**config.mk**
```make
export PLATFORM = sky130hd
export DESIGN_NAME = layer_top
export DESIGN_NICKNAME = d
export VERILOG_FILES = /design/src/layer_pkg.sv /design/src/layer_ctrl.sv /design/src/layer_reg_file.sv /design/src/layer_mem.sv /design/src/layer_top.sv
export SDC_FILE = /design/constraint.sdc
export NUM_CORES = 2
export LEC_CHECK = 0
export BUFFER_PORTS_ARGS = -buffer_cell sky130_fd_sc_hd__buf_2
export CAP_MARGIN = 20
export CORE_ASPECT_RATIO = 0.5
export CORE_MARGIN = 1
export CORE_UTILIZATION = 50
export DETAILED_ROUTE_END_ITERATION = 16
export HOLD_SLACK_MARGIN = 0.12
export PLACE_DENSITY = 0.65
export RECOVER_POWER = 50
export SYNTH_ARGS = -nofsm -noshare
export SYNTH_HDL_FRONTEND = slang
export SYNTH_SLANG_ARGS = --single-unit
```
**constraint.sdc**
```tcl
create_clock -name CLK -period 8.2 [get_ports CLK]
set_input_delay 0.82 -clock CLK [delete_from_list [all_inputs] [get_ports CLK]]
set_output_delay 0.82 -clock CLK [all_outputs]
set_load 0.02 [all_outputs]
```
**src/layer_pkg.sv**
```systemverilog
package layer_pkg;

	// Bus word sizes
	localparam int ADDR_WIDTH = 8;
	localparam int DATA_WIDTH = 32;
	localparam int FUNC_WIDTH = 4;

	// Local storage word sizes
	localparam int RF_DATA_WIDTH = 24;
	localparam int MEM_DATA_WIDTH = 32;

	// Function id carried in the low nibble of a bus address
	typedef enum logic [FUNC_WIDTH-1:0] {
		LC_FUNC_RF_WRITE  = 4'd0,
		LC_FUNC_RF_READ   = 4'd1,
		LC_FUNC_MEM_WRITE = 4'd2,
		LC_FUNC_MEM_READ  = 4'd3,
		LC_FUNC_REPLY     = 4'd4
	} lc_func_e;

	// Layer controller sequencing
	typedef enum logic [2:0] {
		LC_ST_IDLE,
		LC_ST_RX_WAIT,
		LC_ST_PROC,
		LC_ST_MEM,
		LC_ST_TX,
		LC_ST_TX_RESP,
		LC_ST_INT_CLR
	} lc_state_e;

endpackage

```
**src/layer_ctrl.sv**
```systemverilog
`timescale 1ns/1ps

module layer_ctrl
	import layer_pkg::*;
#(
	parameter int RF_NUM = 8,
	parameter int MEM_DEPTH = 64,
	parameter logic [ADDR_WIDTH-1:0] IRQ_DEST = 8'hE4
)
(
	input  logic CLK,
	input  logic RESETn_local,
	// Bus receiver side
	input  logic [ADDR_WIDTH-1:0] rx_addr,
	input  logic [DATA_WIDTH-1:0] rx_data,
	input  logic rx_pend,
	input  logic rx_req,
	output logic rx_ack,
	// Bus transmitter side
	output logic [ADDR_WIDTH-1:0] tx_addr,
	output logic [DATA_WIDTH-1:0] tx_data,
	output logic tx_pend,
	output logic tx_req,
	input  logic tx_ack,
	input  logic tx_succ,
	input  logic tx_fail,
	output logic tx_resp_ack,
	input  logic interrupt,
	output logic clr_int,
	// Register file
	input  logic [RF_NUM*RF_DATA_WIDTH-1:0] rf_din,
	output logic [RF_DATA_WIDTH-1:0] rf_dout,
	output logic [RF_NUM-1:0] rf_load,
	// Memory port
	output logic mem_req,
	output logic mem_write,
	output logic [$clog2(MEM_DEPTH)-1:0] mem_addr,
	output logic [MEM_DATA_WIDTH-1:0] mem_wdata,
	input  logic mem_ack,
	input  logic [MEM_DATA_WIDTH-1:0] mem_rdata
);
	localparam int MEM_ADDR_WIDTH = $clog2(MEM_DEPTH);
	localparam int IDX_WIDTH = DATA_WIDTH - RF_DATA_WIDTH;
	localparam int RF_IDX_WIDTH = (RF_NUM > 1) ? $clog2(RF_NUM) : 1;
	localparam int PREFIX_WIDTH = ADDR_WIDTH - FUNC_WIDTH;

	lc_state_e state, next_state;
	lc_func_e rx_func, next_rx_func;
	logic [PREFIX_WIDTH-1:0] rx_prefix, next_rx_prefix;
	logic [DATA_WIDTH-1:0] rx_word, next_rx_word;
	logic rx_pend_q, next_rx_pend_q;
	logic first_word, next_first_word;
	logic [IDX_WIDTH-1:0] rd_cnt, next_rd_cnt;
	logic int_d, int_pend, next_int_pend;
	logic irq_busy, next_irq_busy;

	logic next_rx_ack, next_tx_pend, next_tx_req, next_tx_resp_ack, next_clr_int;
	logic [ADDR_WIDTH-1:0] next_tx_addr;
	logic [DATA_WIDTH-1:0] next_tx_data;
	logic [RF_DATA_WIDTH-1:0] next_rf_dout;
	logic [RF_NUM-1:0] next_rf_load;
	logic next_mem_req, next_mem_write;
	logic [MEM_ADDR_WIDTH-1:0] next_mem_addr;
	logic [MEM_DATA_WIDTH-1:0] next_mem_wdata;

	logic [RF_DATA_WIDTH-1:0] rf_word [RF_NUM];
	logic [IDX_WIDTH-1:0] word_idx;
	logic [RF_IDX_WIDTH-1:0] rf_idx;
	logic idx_ok;
	logic [ADDR_WIDTH-1:0] reply_addr;

	for (genvar g = 0; g < RF_NUM; g++)
	begin : g_rf_unpack
		assign rf_word[g] = rf_din[g*RF_DATA_WIDTH +: RF_DATA_WIDTH];
	end

	// Register index sits in the top byte of a word
	assign word_idx = rx_word[DATA_WIDTH-1 -: IDX_WIDTH];
	assign rf_idx = word_idx[RF_IDX_WIDTH-1:0];
	assign idx_ok = (word_idx < RF_NUM);
	assign reply_addr = {rx_prefix, LC_FUNC_REPLY};

	always_ff @(posedge CLK or negedge RESETn_local)
	begin
		if (!RESETn_local)
		begin
			state <= LC_ST_IDLE;
			rx_func <= LC_FUNC_RF_WRITE;
			rx_pend_q <= 1'b0;
			first_word <= 1'b0;
			rd_cnt <= '0;
			int_d <= 1'b0;
			int_pend <= 1'b0;
			irq_busy <= 1'b0;
			rx_ack <= 1'b0;
			tx_pend <= 1'b0;
			tx_req <= 1'b0;
			tx_resp_ack <= 1'b0;
			clr_int <= 1'b0;
			rf_load <= '0;
			mem_req <= 1'b0;
			mem_write <= 1'b0;
		end
		else
		begin
			state <= next_state;
			rx_func <= next_rx_func;
			rx_pend_q <= next_rx_pend_q;
			first_word <= next_first_word;
			rd_cnt <= next_rd_cnt;
			int_d <= interrupt;
			int_pend <= next_int_pend;
			irq_busy <= next_irq_busy;
			rx_ack <= next_rx_ack;
			tx_pend <= next_tx_pend;
			tx_req <= next_tx_req;
			tx_resp_ack <= next_tx_resp_ack;
			clr_int <= next_clr_int;
			rf_load <= next_rf_load;
			mem_req <= next_mem_req;
			mem_write <= next_mem_write;
		end
	end

	// Data words and addresses
	always_ff @(posedge CLK)
	begin
		rx_prefix <= next_rx_prefix;
		rx_word <= next_rx_word;
		tx_addr <= next_tx_addr;
		tx_data <= next_tx_data;
		rf_dout <= next_rf_dout;
		mem_addr <= next_mem_addr;
		mem_wdata <= next_mem_wdata;
	end

	always_comb
	begin
		next_state = state;
		next_rx_func = rx_func;
		next_rx_prefix = rx_prefix;
		next_rx_word = rx_word;
		next_rx_pend_q = rx_pend_q;
		next_first_word = first_word;
		next_rd_cnt = rd_cnt;
		next_int_pend = int_pend;
		next_irq_busy = irq_busy;
		next_rx_ack = rx_ack;
		next_tx_addr = tx_addr;
		next_tx_data = tx_data;
		next_tx_pend = tx_pend;
		next_tx_req = tx_req;
		next_tx_resp_ack = tx_resp_ack;
		next_clr_int = clr_int;
		next_rf_dout = rf_dout;
		next_rf_load = '0;
		next_mem_req = mem_req;
		next_mem_write = mem_write;
		next_mem_addr = mem_addr;
		next_mem_wdata = mem_wdata;

		// Release of rx_ack may happen in any state
		if (rx_ack && !rx_req)
			next_rx_ack = 1'b0;
		if (interrupt && !int_d)
			next_int_pend = 1'b1;

		case (state)
			LC_ST_IDLE:
			begin
				// Interrupt wins over a waiting message
				if (int_pend)
				begin
					next_int_pend = 1'b0;
					next_irq_busy = 1'b1;
					next_tx_addr = IRQ_DEST;
					next_tx_data = {{IDX_WIDTH{1'b1}}, rf_word[0]};
					next_tx_pend = 1'b0;
					next_tx_req = 1'b1;
					next_state = LC_ST_TX;
				end
				else if (rx_req && !rx_ack)
				begin
					next_rx_ack = 1'b1;
					next_rx_prefix = rx_addr[ADDR_WIDTH-1 -: PREFIX_WIDTH];
					next_rx_func = lc_func_e'(rx_addr[FUNC_WIDTH-1:0]);
					next_rx_word = rx_data;
					next_rx_pend_q = rx_pend;
					next_first_word = 1'b1;
					next_state = LC_ST_PROC;
				end
			end

			LC_ST_RX_WAIT:
			begin
				if (rx_req && !rx_ack)
				begin
					next_rx_ack = 1'b1;
					next_rx_word = rx_data;
					next_rx_pend_q = rx_pend;
					next_state = LC_ST_PROC;
				end
			end

			LC_ST_PROC:
			begin
				next_first_word = 1'b0;
				case (rx_func)
					LC_FUNC_RF_WRITE:
					begin
						if (idx_ok)
						begin
							next_rf_dout = rx_word[RF_DATA_WIDTH-1:0];
							next_rf_load[rf_idx] = 1'b1;
						end
						next_state = rx_pend_q ? LC_ST_RX_WAIT : LC_ST_IDLE;
					end
					LC_FUNC_RF_READ:
					begin
						// No reply at all for a bad index
						if (idx_ok)
						begin
							next_tx_addr = reply_addr;
							next_tx_data = {word_idx, rf_word[rf_idx]};
							next_tx_pend = 1'b0;
							next_tx_req = 1'b1;
							next_state = LC_ST_TX;
						end
						else
							next_state = LC_ST_IDLE;
					end
					LC_FUNC_MEM_WRITE:
					begin
						if (first_word)
						begin
							next_mem_addr = rx_word[MEM_ADDR_WIDTH-1:0];
							next_state = rx_pend_q ? LC_ST_RX_WAIT : LC_ST_IDLE;
						end
						else
						begin
							next_mem_wdata = rx_word;
							next_mem_write = 1'b1;
							next_mem_req = 1'b1;
							next_state = LC_ST_MEM;
						end
					end
					LC_FUNC_MEM_READ:
					begin
						next_rd_cnt = word_idx;
						next_mem_addr = rx_word[MEM_ADDR_WIDTH-1:0];
						next_mem_write = 1'b0;
						next_mem_req = 1'b1;
						next_state = LC_ST_MEM;
					end
					default:
						next_state = LC_ST_IDLE;
				endcase
			end

			LC_ST_MEM:
			begin
				if (mem_req && mem_ack)
					next_mem_req = 1'b0;
				else if (!mem_req && !mem_ack)
				begin
					// Running address wraps at the top of memory
					next_mem_addr = mem_addr + 1'b1;
					if (mem_write)
						next_state = rx_pend_q ? LC_ST_RX_WAIT : LC_ST_IDLE;
					else
					begin
						next_tx_addr = reply_addr;
						next_tx_data = mem_rdata;
						next_tx_pend = (rd_cnt != '0);
						next_tx_req = 1'b1;
						next_rd_cnt = rd_cnt - 1'b1;
						next_state = LC_ST_TX;
					end
				end
			end

			LC_ST_TX:
			begin
				if (tx_req && tx_ack)
					next_tx_req = 1'b0;
				else if (!tx_req && !tx_ack)
				begin
					// More burst words to fetch, or wait for the verdict
					if (tx_pend)
					begin
						next_mem_req = 1'b1;
						next_state = LC_ST_MEM;
					end
					else
						next_state = LC_ST_TX_RESP;
				end
			end

			LC_ST_TX_RESP:
			begin
				if (!tx_resp_ack && (tx_succ || tx_fail))
					next_tx_resp_ack = 1'b1;
				else if (tx_resp_ack && !tx_succ && !tx_fail)
				begin
					next_tx_resp_ack = 1'b0;
					next_clr_int = irq_busy;
					next_state = irq_busy ? LC_ST_INT_CLR : LC_ST_IDLE;
				end
			end

			LC_ST_INT_CLR:
			begin
				if (clr_int && !interrupt)
				begin
					next_clr_int = 1'b0;
					next_irq_busy = 1'b0;
					next_state = LC_ST_IDLE;
				end
			end

			default:
				next_state = LC_ST_IDLE;
		endcase
	end

endmodule

```
**src/layer_reg_file.sv**
```systemverilog
`timescale 1ns/1ps

module layer_reg_file
	import layer_pkg::*;
#(
	parameter int RF_NUM = 8
)
(
	input  logic CLK,
	input  logic RESETn_local,
	input  logic [RF_NUM-1:0] rf_load,
	input  logic [RF_DATA_WIDTH-1:0] rf_dout,
	output logic [RF_NUM*RF_DATA_WIDTH-1:0] rf_din
);
	logic [RF_DATA_WIDTH-1:0] rf_reg [RF_NUM];

	// One-hot load, so at most one register changes per cycle
	always_ff @(posedge CLK or negedge RESETn_local)
	begin
		if (!RESETn_local)
			rf_reg <= '{default: '0};
		else
		begin
			for (int i = 0; i < RF_NUM; i++)
			begin
				if (rf_load[i])
					rf_reg[i] <= rf_dout;
			end
		end
	end

	// Register 0 ends up in the low bits
	for (genvar g = 0; g < RF_NUM; g++)
	begin : g_rf_pack
		assign rf_din[g*RF_DATA_WIDTH +: RF_DATA_WIDTH] = rf_reg[g];
	end

endmodule

```
**src/layer_mem.sv**
```systemverilog
`timescale 1ns/1ps

module layer_mem
	import layer_pkg::*;
#(
	parameter int MEM_DEPTH = 64
)
(
	input  logic CLK,
	input  logic RESETn_local,
	input  logic mem_req,
	input  logic mem_write,
	input  logic [$clog2(MEM_DEPTH)-1:0] mem_addr,
	input  logic [MEM_DATA_WIDTH-1:0] mem_wdata,
	output logic mem_ack,
	output logic [MEM_DATA_WIDTH-1:0] mem_rdata
);
	logic [MEM_DATA_WIDTH-1:0] mem_array [MEM_DEPTH];
	logic acc_done;
	logic acc_start;

	// Only the first cycle of a held request does the access
	assign acc_start = mem_req && !acc_done;

	always_ff @(posedge CLK or negedge RESETn_local)
	begin
		if (!RESETn_local)
		begin
			acc_done <= 1'b0;
			mem_ack <= 1'b0;
		end
		else
		begin
			if (!mem_req)
				acc_done <= 1'b0;
			else if (acc_start)
				acc_done <= 1'b1;
			// Ack follows the access by one cycle, drops with the request
			mem_ack <= mem_req && acc_done;
		end
	end

	always_ff @(posedge CLK)
	begin
		if (acc_start)
		begin
			if (mem_write)
				mem_array[mem_addr] <= mem_wdata;
			else
				mem_rdata <= mem_array[mem_addr];
		end
	end

endmodule

```
**src/layer_top.sv**
```systemverilog
`timescale 1ns/1ps

module layer_top
	import layer_pkg::*;
#(
	parameter int RF_NUM = 8,
	parameter int MEM_DEPTH = 64,
	parameter logic [ADDR_WIDTH-1:0] IRQ_DEST = 8'hE4
)
(
	input  logic CLK,
	input  logic RESETn_local,
	input  logic [ADDR_WIDTH-1:0] rx_addr,
	input  logic [DATA_WIDTH-1:0] rx_data,
	input  logic rx_pend,
	input  logic rx_req,
	output logic rx_ack,
	output logic [ADDR_WIDTH-1:0] tx_addr,
	output logic [DATA_WIDTH-1:0] tx_data,
	output logic tx_pend,
	output logic tx_req,
	input  logic tx_ack,
	input  logic tx_succ,
	input  logic tx_fail,
	output logic tx_resp_ack,
	input  logic interrupt,
	output logic clr_int
);
	localparam int MEM_ADDR_WIDTH = $clog2(MEM_DEPTH);

	// Register file link
	logic [RF_NUM*RF_DATA_WIDTH-1:0] rf_din;
	logic [RF_DATA_WIDTH-1:0] rf_dout;
	logic [RF_NUM-1:0] rf_load;

	// Memory link
	logic mem_req;
	logic mem_write;
	logic [MEM_ADDR_WIDTH-1:0] mem_addr;
	logic [MEM_DATA_WIDTH-1:0] mem_wdata;
	logic mem_ack;
	logic [MEM_DATA_WIDTH-1:0] mem_rdata;

	layer_ctrl #(
		.RF_NUM    (RF_NUM),
		.MEM_DEPTH (MEM_DEPTH),
		.IRQ_DEST  (IRQ_DEST)
	) ctrl_i (
		.CLK          (CLK),
		.RESETn_local (RESETn_local),
		.rx_addr      (rx_addr),
		.rx_data      (rx_data),
		.rx_pend      (rx_pend),
		.rx_req       (rx_req),
		.rx_ack       (rx_ack),
		.tx_addr      (tx_addr),
		.tx_data      (tx_data),
		.tx_pend      (tx_pend),
		.tx_req       (tx_req),
		.tx_ack       (tx_ack),
		.tx_succ      (tx_succ),
		.tx_fail      (tx_fail),
		.tx_resp_ack  (tx_resp_ack),
		.interrupt    (interrupt),
		.clr_int      (clr_int),
		.rf_din       (rf_din),
		.rf_dout      (rf_dout),
		.rf_load      (rf_load),
		.mem_req      (mem_req),
		.mem_write    (mem_write),
		.mem_addr     (mem_addr),
		.mem_wdata    (mem_wdata),
		.mem_ack      (mem_ack),
		.mem_rdata    (mem_rdata)
	);

	layer_reg_file #(
		.RF_NUM (RF_NUM)
	) reg_file_i (
		.CLK          (CLK),
		.RESETn_local (RESETn_local),
		.rf_load      (rf_load),
		.rf_dout      (rf_dout),
		.rf_din       (rf_din)
	);

	layer_mem #(
		.MEM_DEPTH (MEM_DEPTH)
	) mem_i (
		.CLK          (CLK),
		.RESETn_local (RESETn_local),
		.mem_req      (mem_req),
		.mem_write    (mem_write),
		.mem_addr     (mem_addr),
		.mem_wdata    (mem_wdata),
		.mem_ack      (mem_ack),
		.mem_rdata    (mem_rdata)
	);

endmodule

```
==> flow_results.org <==
** Outcome
- The run finished, with violations left.
- Violated checks :: capacitance limit, slew limit

** Clock network
- Clock sinks :: 2443
- Later-pin clock latency in the skew report :: 0.89 ns
- H-tree lvl count :: 4
- In this run the deepest clock path goes through 4 buffers.
- TritonCTS built the clock tree.
- Clock root buffer :: clkbuf_16
- In this run, CTS created clock tree buffers numbering 213.
- CTS clock-pin slew for the worst setup and hold paths :: 0.07 ns
- Number of instances resized during post-cts repair :: 0
- In this run the post-CTS setup repair buffer count came out at 0.

** Cells and area
- Excluding fillers, the count of instances in the completed layout stands at 8279.
- Area Growth Syn to Fin :: 11.50%
- The post-route netlist has 19.14% of its cells at a drive strength greater than 1.
- Cells fill 56.42% of the core in the end.
- The net count of the finished layout is 5647.

** Floorplan
- Num rows :: 112
- The die is 310.0 µm tall.
- 93 I/O pins were placed.
- The die covers 191600 µm².
- Overall die width :: 618.0 µm
- The floorplan step defined a core boundary enclosing 187500 µm².
- For this configuration, the core starts out at a cell density of 50.60%.

** Route
- For this run, the detailed router's first-pass iteration total came to 6.
- Detailed Route Iter0 Violations :: 9576
- Via total after detailed routing :: 56453
- After detailed routing, the average wire length per cell comes to 34.03 µm.
- Final routed DRC violation total :: 0
- In this run the remaining antenna-violating nets after routing total 0.
- Final Routed Wirelength :: 281700 µm
- Per-cell via count in the routed design :: 6.819

** Yosys
- The most used flip-flop cell after synthesis is edfxtp_1.
- By count the netlist is led by 2214 x edfxtp_1, 348 x a221oi_1, 348 x a22oi_1.
- Among all cell types in the netlist, the one instantiated most often is edfxtp_1.
- Synthesized instance count :: 5476
- In the synthesized netlist the async set-or-reset flop fraction comes to 9.374%.
- Netlist area before placement :: 94870 µm²
- Number of warnings reported in the yosys synthesis log :: 0
- EDFF count, synth :: 2214
- The synthesized netlist contains 70 unique library cells.
- Mapped Avg Cell Area :: 17.33 µm²
- The synthesized design devotes to its leading area cell type 70.08% of total area.
- Ranking of synthesized cells by area :: edfxtp_1 70%, dfrtp_1 6.0%, mux2_2 3.4%
- Cell taking the most area after synthesis :: edfxtp_1
- Part of the Yosys area used for sequential elements :: 76.12%
- Counting flops and latches in the post-synthesis netlist gives 2443.

** Timing
- Final setup TNS :: 0 ns
- In this run the tightest slew margin relative to its limit is -171.6%.
- Setup violations remaining at the end of the flow were counted as 0.
- Final-report max-slew violation count :: 2296
- After layout, the worst path uses 59.54% of the clock period.
- Timing would allow up to 204.8 MHz.
- Final Hold Vio Count :: 0
- Setup repair after global routing left no endpoint under its margin.
- Worst clock skew on the final layout :: 0.09168 ns
- Transition time at the pin with the least slew margin :: 4.074 ns
- The worst path needs 4.882 ns of the cycle, external delays included.

** Worst setup path
- In this run the worst path has a maximum fanout of 56.
- For this design, the slowest cell found on the critical path is clkbuf_1.
- STA puts the critical path data arrival time at 5.47 ns.
- R2r startpoint :: ctrl_i.rx_word[25]
- Critical path endpoint category :: register
- The critical path goes through clkbuf_1, mux4_2, mux2i_1, nor2_1, a21oi_1, o21ai_0.
- Launching element of the worst setup path :: ctrl_i.rx_word[25]
- The worst setup path is of the reg2reg kind.
- Worst Path Required :: 8.79 ns
- STA classifies the critical path startpoint as a register.
- For this run, the slowest stage of the critical path takes 2.71 ns.

** Global route
- After global routing the overflow that remains totals 0.
- Entering global routing, the biggest net connects 154 pins.
- Antenna violations before repair :: 19
- In the global route stage, overall resource usage came out at 29.03%.
- Via count of the first global-routing pass :: 53181
- The first global-routing pass estimated 397700 µm of wire.

** Place
- Placed wire-length estimate after detailed placement :: 163000 µm
- Placer Congestion :: 0.9212
- Once placement completed, the tool counted placed cells totaling 7853.
- Number of buffer cells added on primary ports :: 88

** Power
- For this design the ratio of total power to cell area is 244.0 nW/µm².
- Worst supply voltage drop on vdd :: 0.1920 mV
- Leakage power total :: 34.11 nW

** Worst hold path
- The startpoint identified for the worst hold timing path is rx_data[3].
- The worst hold path belongs to the class in2reg.

** Job
- Across the run, the number of max-cap violations was 39.
-- stage by stage --
stage	cell area (µm²)	setup slack, ns	hold WS, ns	power (mW)
4_1_cts	105900	3.659	0.1221	25.80
3_5_place_dp	98910	3.679	0.4490	16.10
3_3_place_gp	98700	2.425	0.4303	16.05
2_1_floorplan	94880	4.060	0.4206	15.20
5_1_grt	105800	3.165	0.1377	26.43
6_report	105800	3.318	0.1699	25.81
-- area by class of cell --
| cell class | count | area [µm²] |
|---|---|---|
| antenna | 4 | 10.01 |
| fill | 14107 | 81720 |
| timing repair buffer | 343 | 2429 |
| clock inverter | 123 | 1036 |
| inverter | 12 | 53.80 |
| multi-input combinational | 2583 | 21270 |
| tap | 2508 | 3138 |
| clock buffer | 263 | 5629 |
| sequential | 2443 | 72210 |
-- path summary, 6_finish.rpt --
path,end,slack [ns],depth (start not counted)
worst max register to register,ctrl_i.tx_data[14],3.32,6
worst min register to register,ctrl_i.rf_dout[17],0.46,0
worst min-delay path,ctrl_i.rx_word[3],0.17,1
worst max-delay path,ctrl_i.tx_data[14],3.32,6
max in group asynchronous,ctrl_i.mem_req,6.00,3
min in group asynchronous,reg_file_i.rf_din[157],0.56,2
-- per-layer routing --
| metal | wire (µm) | global-route usage, % |
|---|---|---|
| met1 | 108500 | 41.83 |
| met2 | 121900 | 42.45 |
| met3 | 41970 | 9.348 |
| met4 | 9267 | 8.493 |
| met5 | 135 | 0 |
-- cells in the final DEF (no fill, tap or decap), types with 14 or more instances in the layout --
cell           Yosys  routed
nor2_1           174     112
a211oi_1          31      31
nand3b_1          51      51
edfxtp_1        2214    2214
mux4_2           108     108
buf_4             25     155
clkinv_2           0      45
nand4_1           16      16
nand2_1          147     147
nand2b_1          80      79
clkinv_1           1      52
dlygate4sd3_1      0      33
dfrtp_1          229     229
nor3_1            90      84
clkbuf_16          0     216
buf_2            140      90
a22oi_1          348     348
o211ai_1          19      19
o22ai_1          171     171
or3b_2            40      40
a221oi_1         348     348
a2111oi_0         43      20
clkbuf_1         213      81
mux2_2           288     287
nand3_1           63      63
mux2i_1          104     104
a31oi_1           15      15
a22o_1            15      15
o2111ai_1         17      17
o22a_1            15      15
o21ai_0           83      76
bufinv_16          0      17
nor2_4             0      62
a21oi_1          131     131
a311oi_1          14      14
-- power breakdown --
group          internal [mW]  switching (mW)
logic                  0.574            1.35
clock network           5.40            4.49
registers               13.7           0.282
-- cell families (layout without fill, tap and decap cells) --
kind of cell	Yosys count	in the layout	synth area share [%]
adder cells (fa/ha/maj)	3	3	0.03957
XOR/XNOR	4	4	0.03693
flip-flops	2443	2443	76.12
multiplexers	500	500	7.079
AO/OA/AOI/OAI	1315	1315	10.29
other	2	8	0.007916
AND/OR/NAND/NOR	757	757	4.211
buffers and inverters	452	741	2.218
-- sequential cells by signal, summed over array words and instances, names as in the netlist, 8 cells and up --
| name | flops |
|---|---|
| ctrl_i.rd_cnt | 8 |
| ctrl_i.rx_word | 32 |
| reg_file_i.rf_din | 192 |
| mem_i.mem_array | 2048 |
| ctrl_i.mem_wdata | 32 |
| mem_i.mem_rdata | 32 |
| ctrl_i.tx_data | 32 |
| ctrl_i.rf_load | 8 |
| ctrl_i.rf_dout | 24 |
-- critical path: cells and delay by family (launching register included) --
family / cells / cell delay, ns
compound gates: 2 / 0.48
buf+inv: 1 / 2.71
flops: 1 / 0.33
mux: 2 / 0.79
simple gates: 1 / 0.20
-- timing repair --
action / CTS / global route
hold buffers: 33 / 0
hold endpoints to repair: 143 / 0
setup endpoints to repair: 0 / 0
No activity file was read; power rests on OpenSTA's default activity.
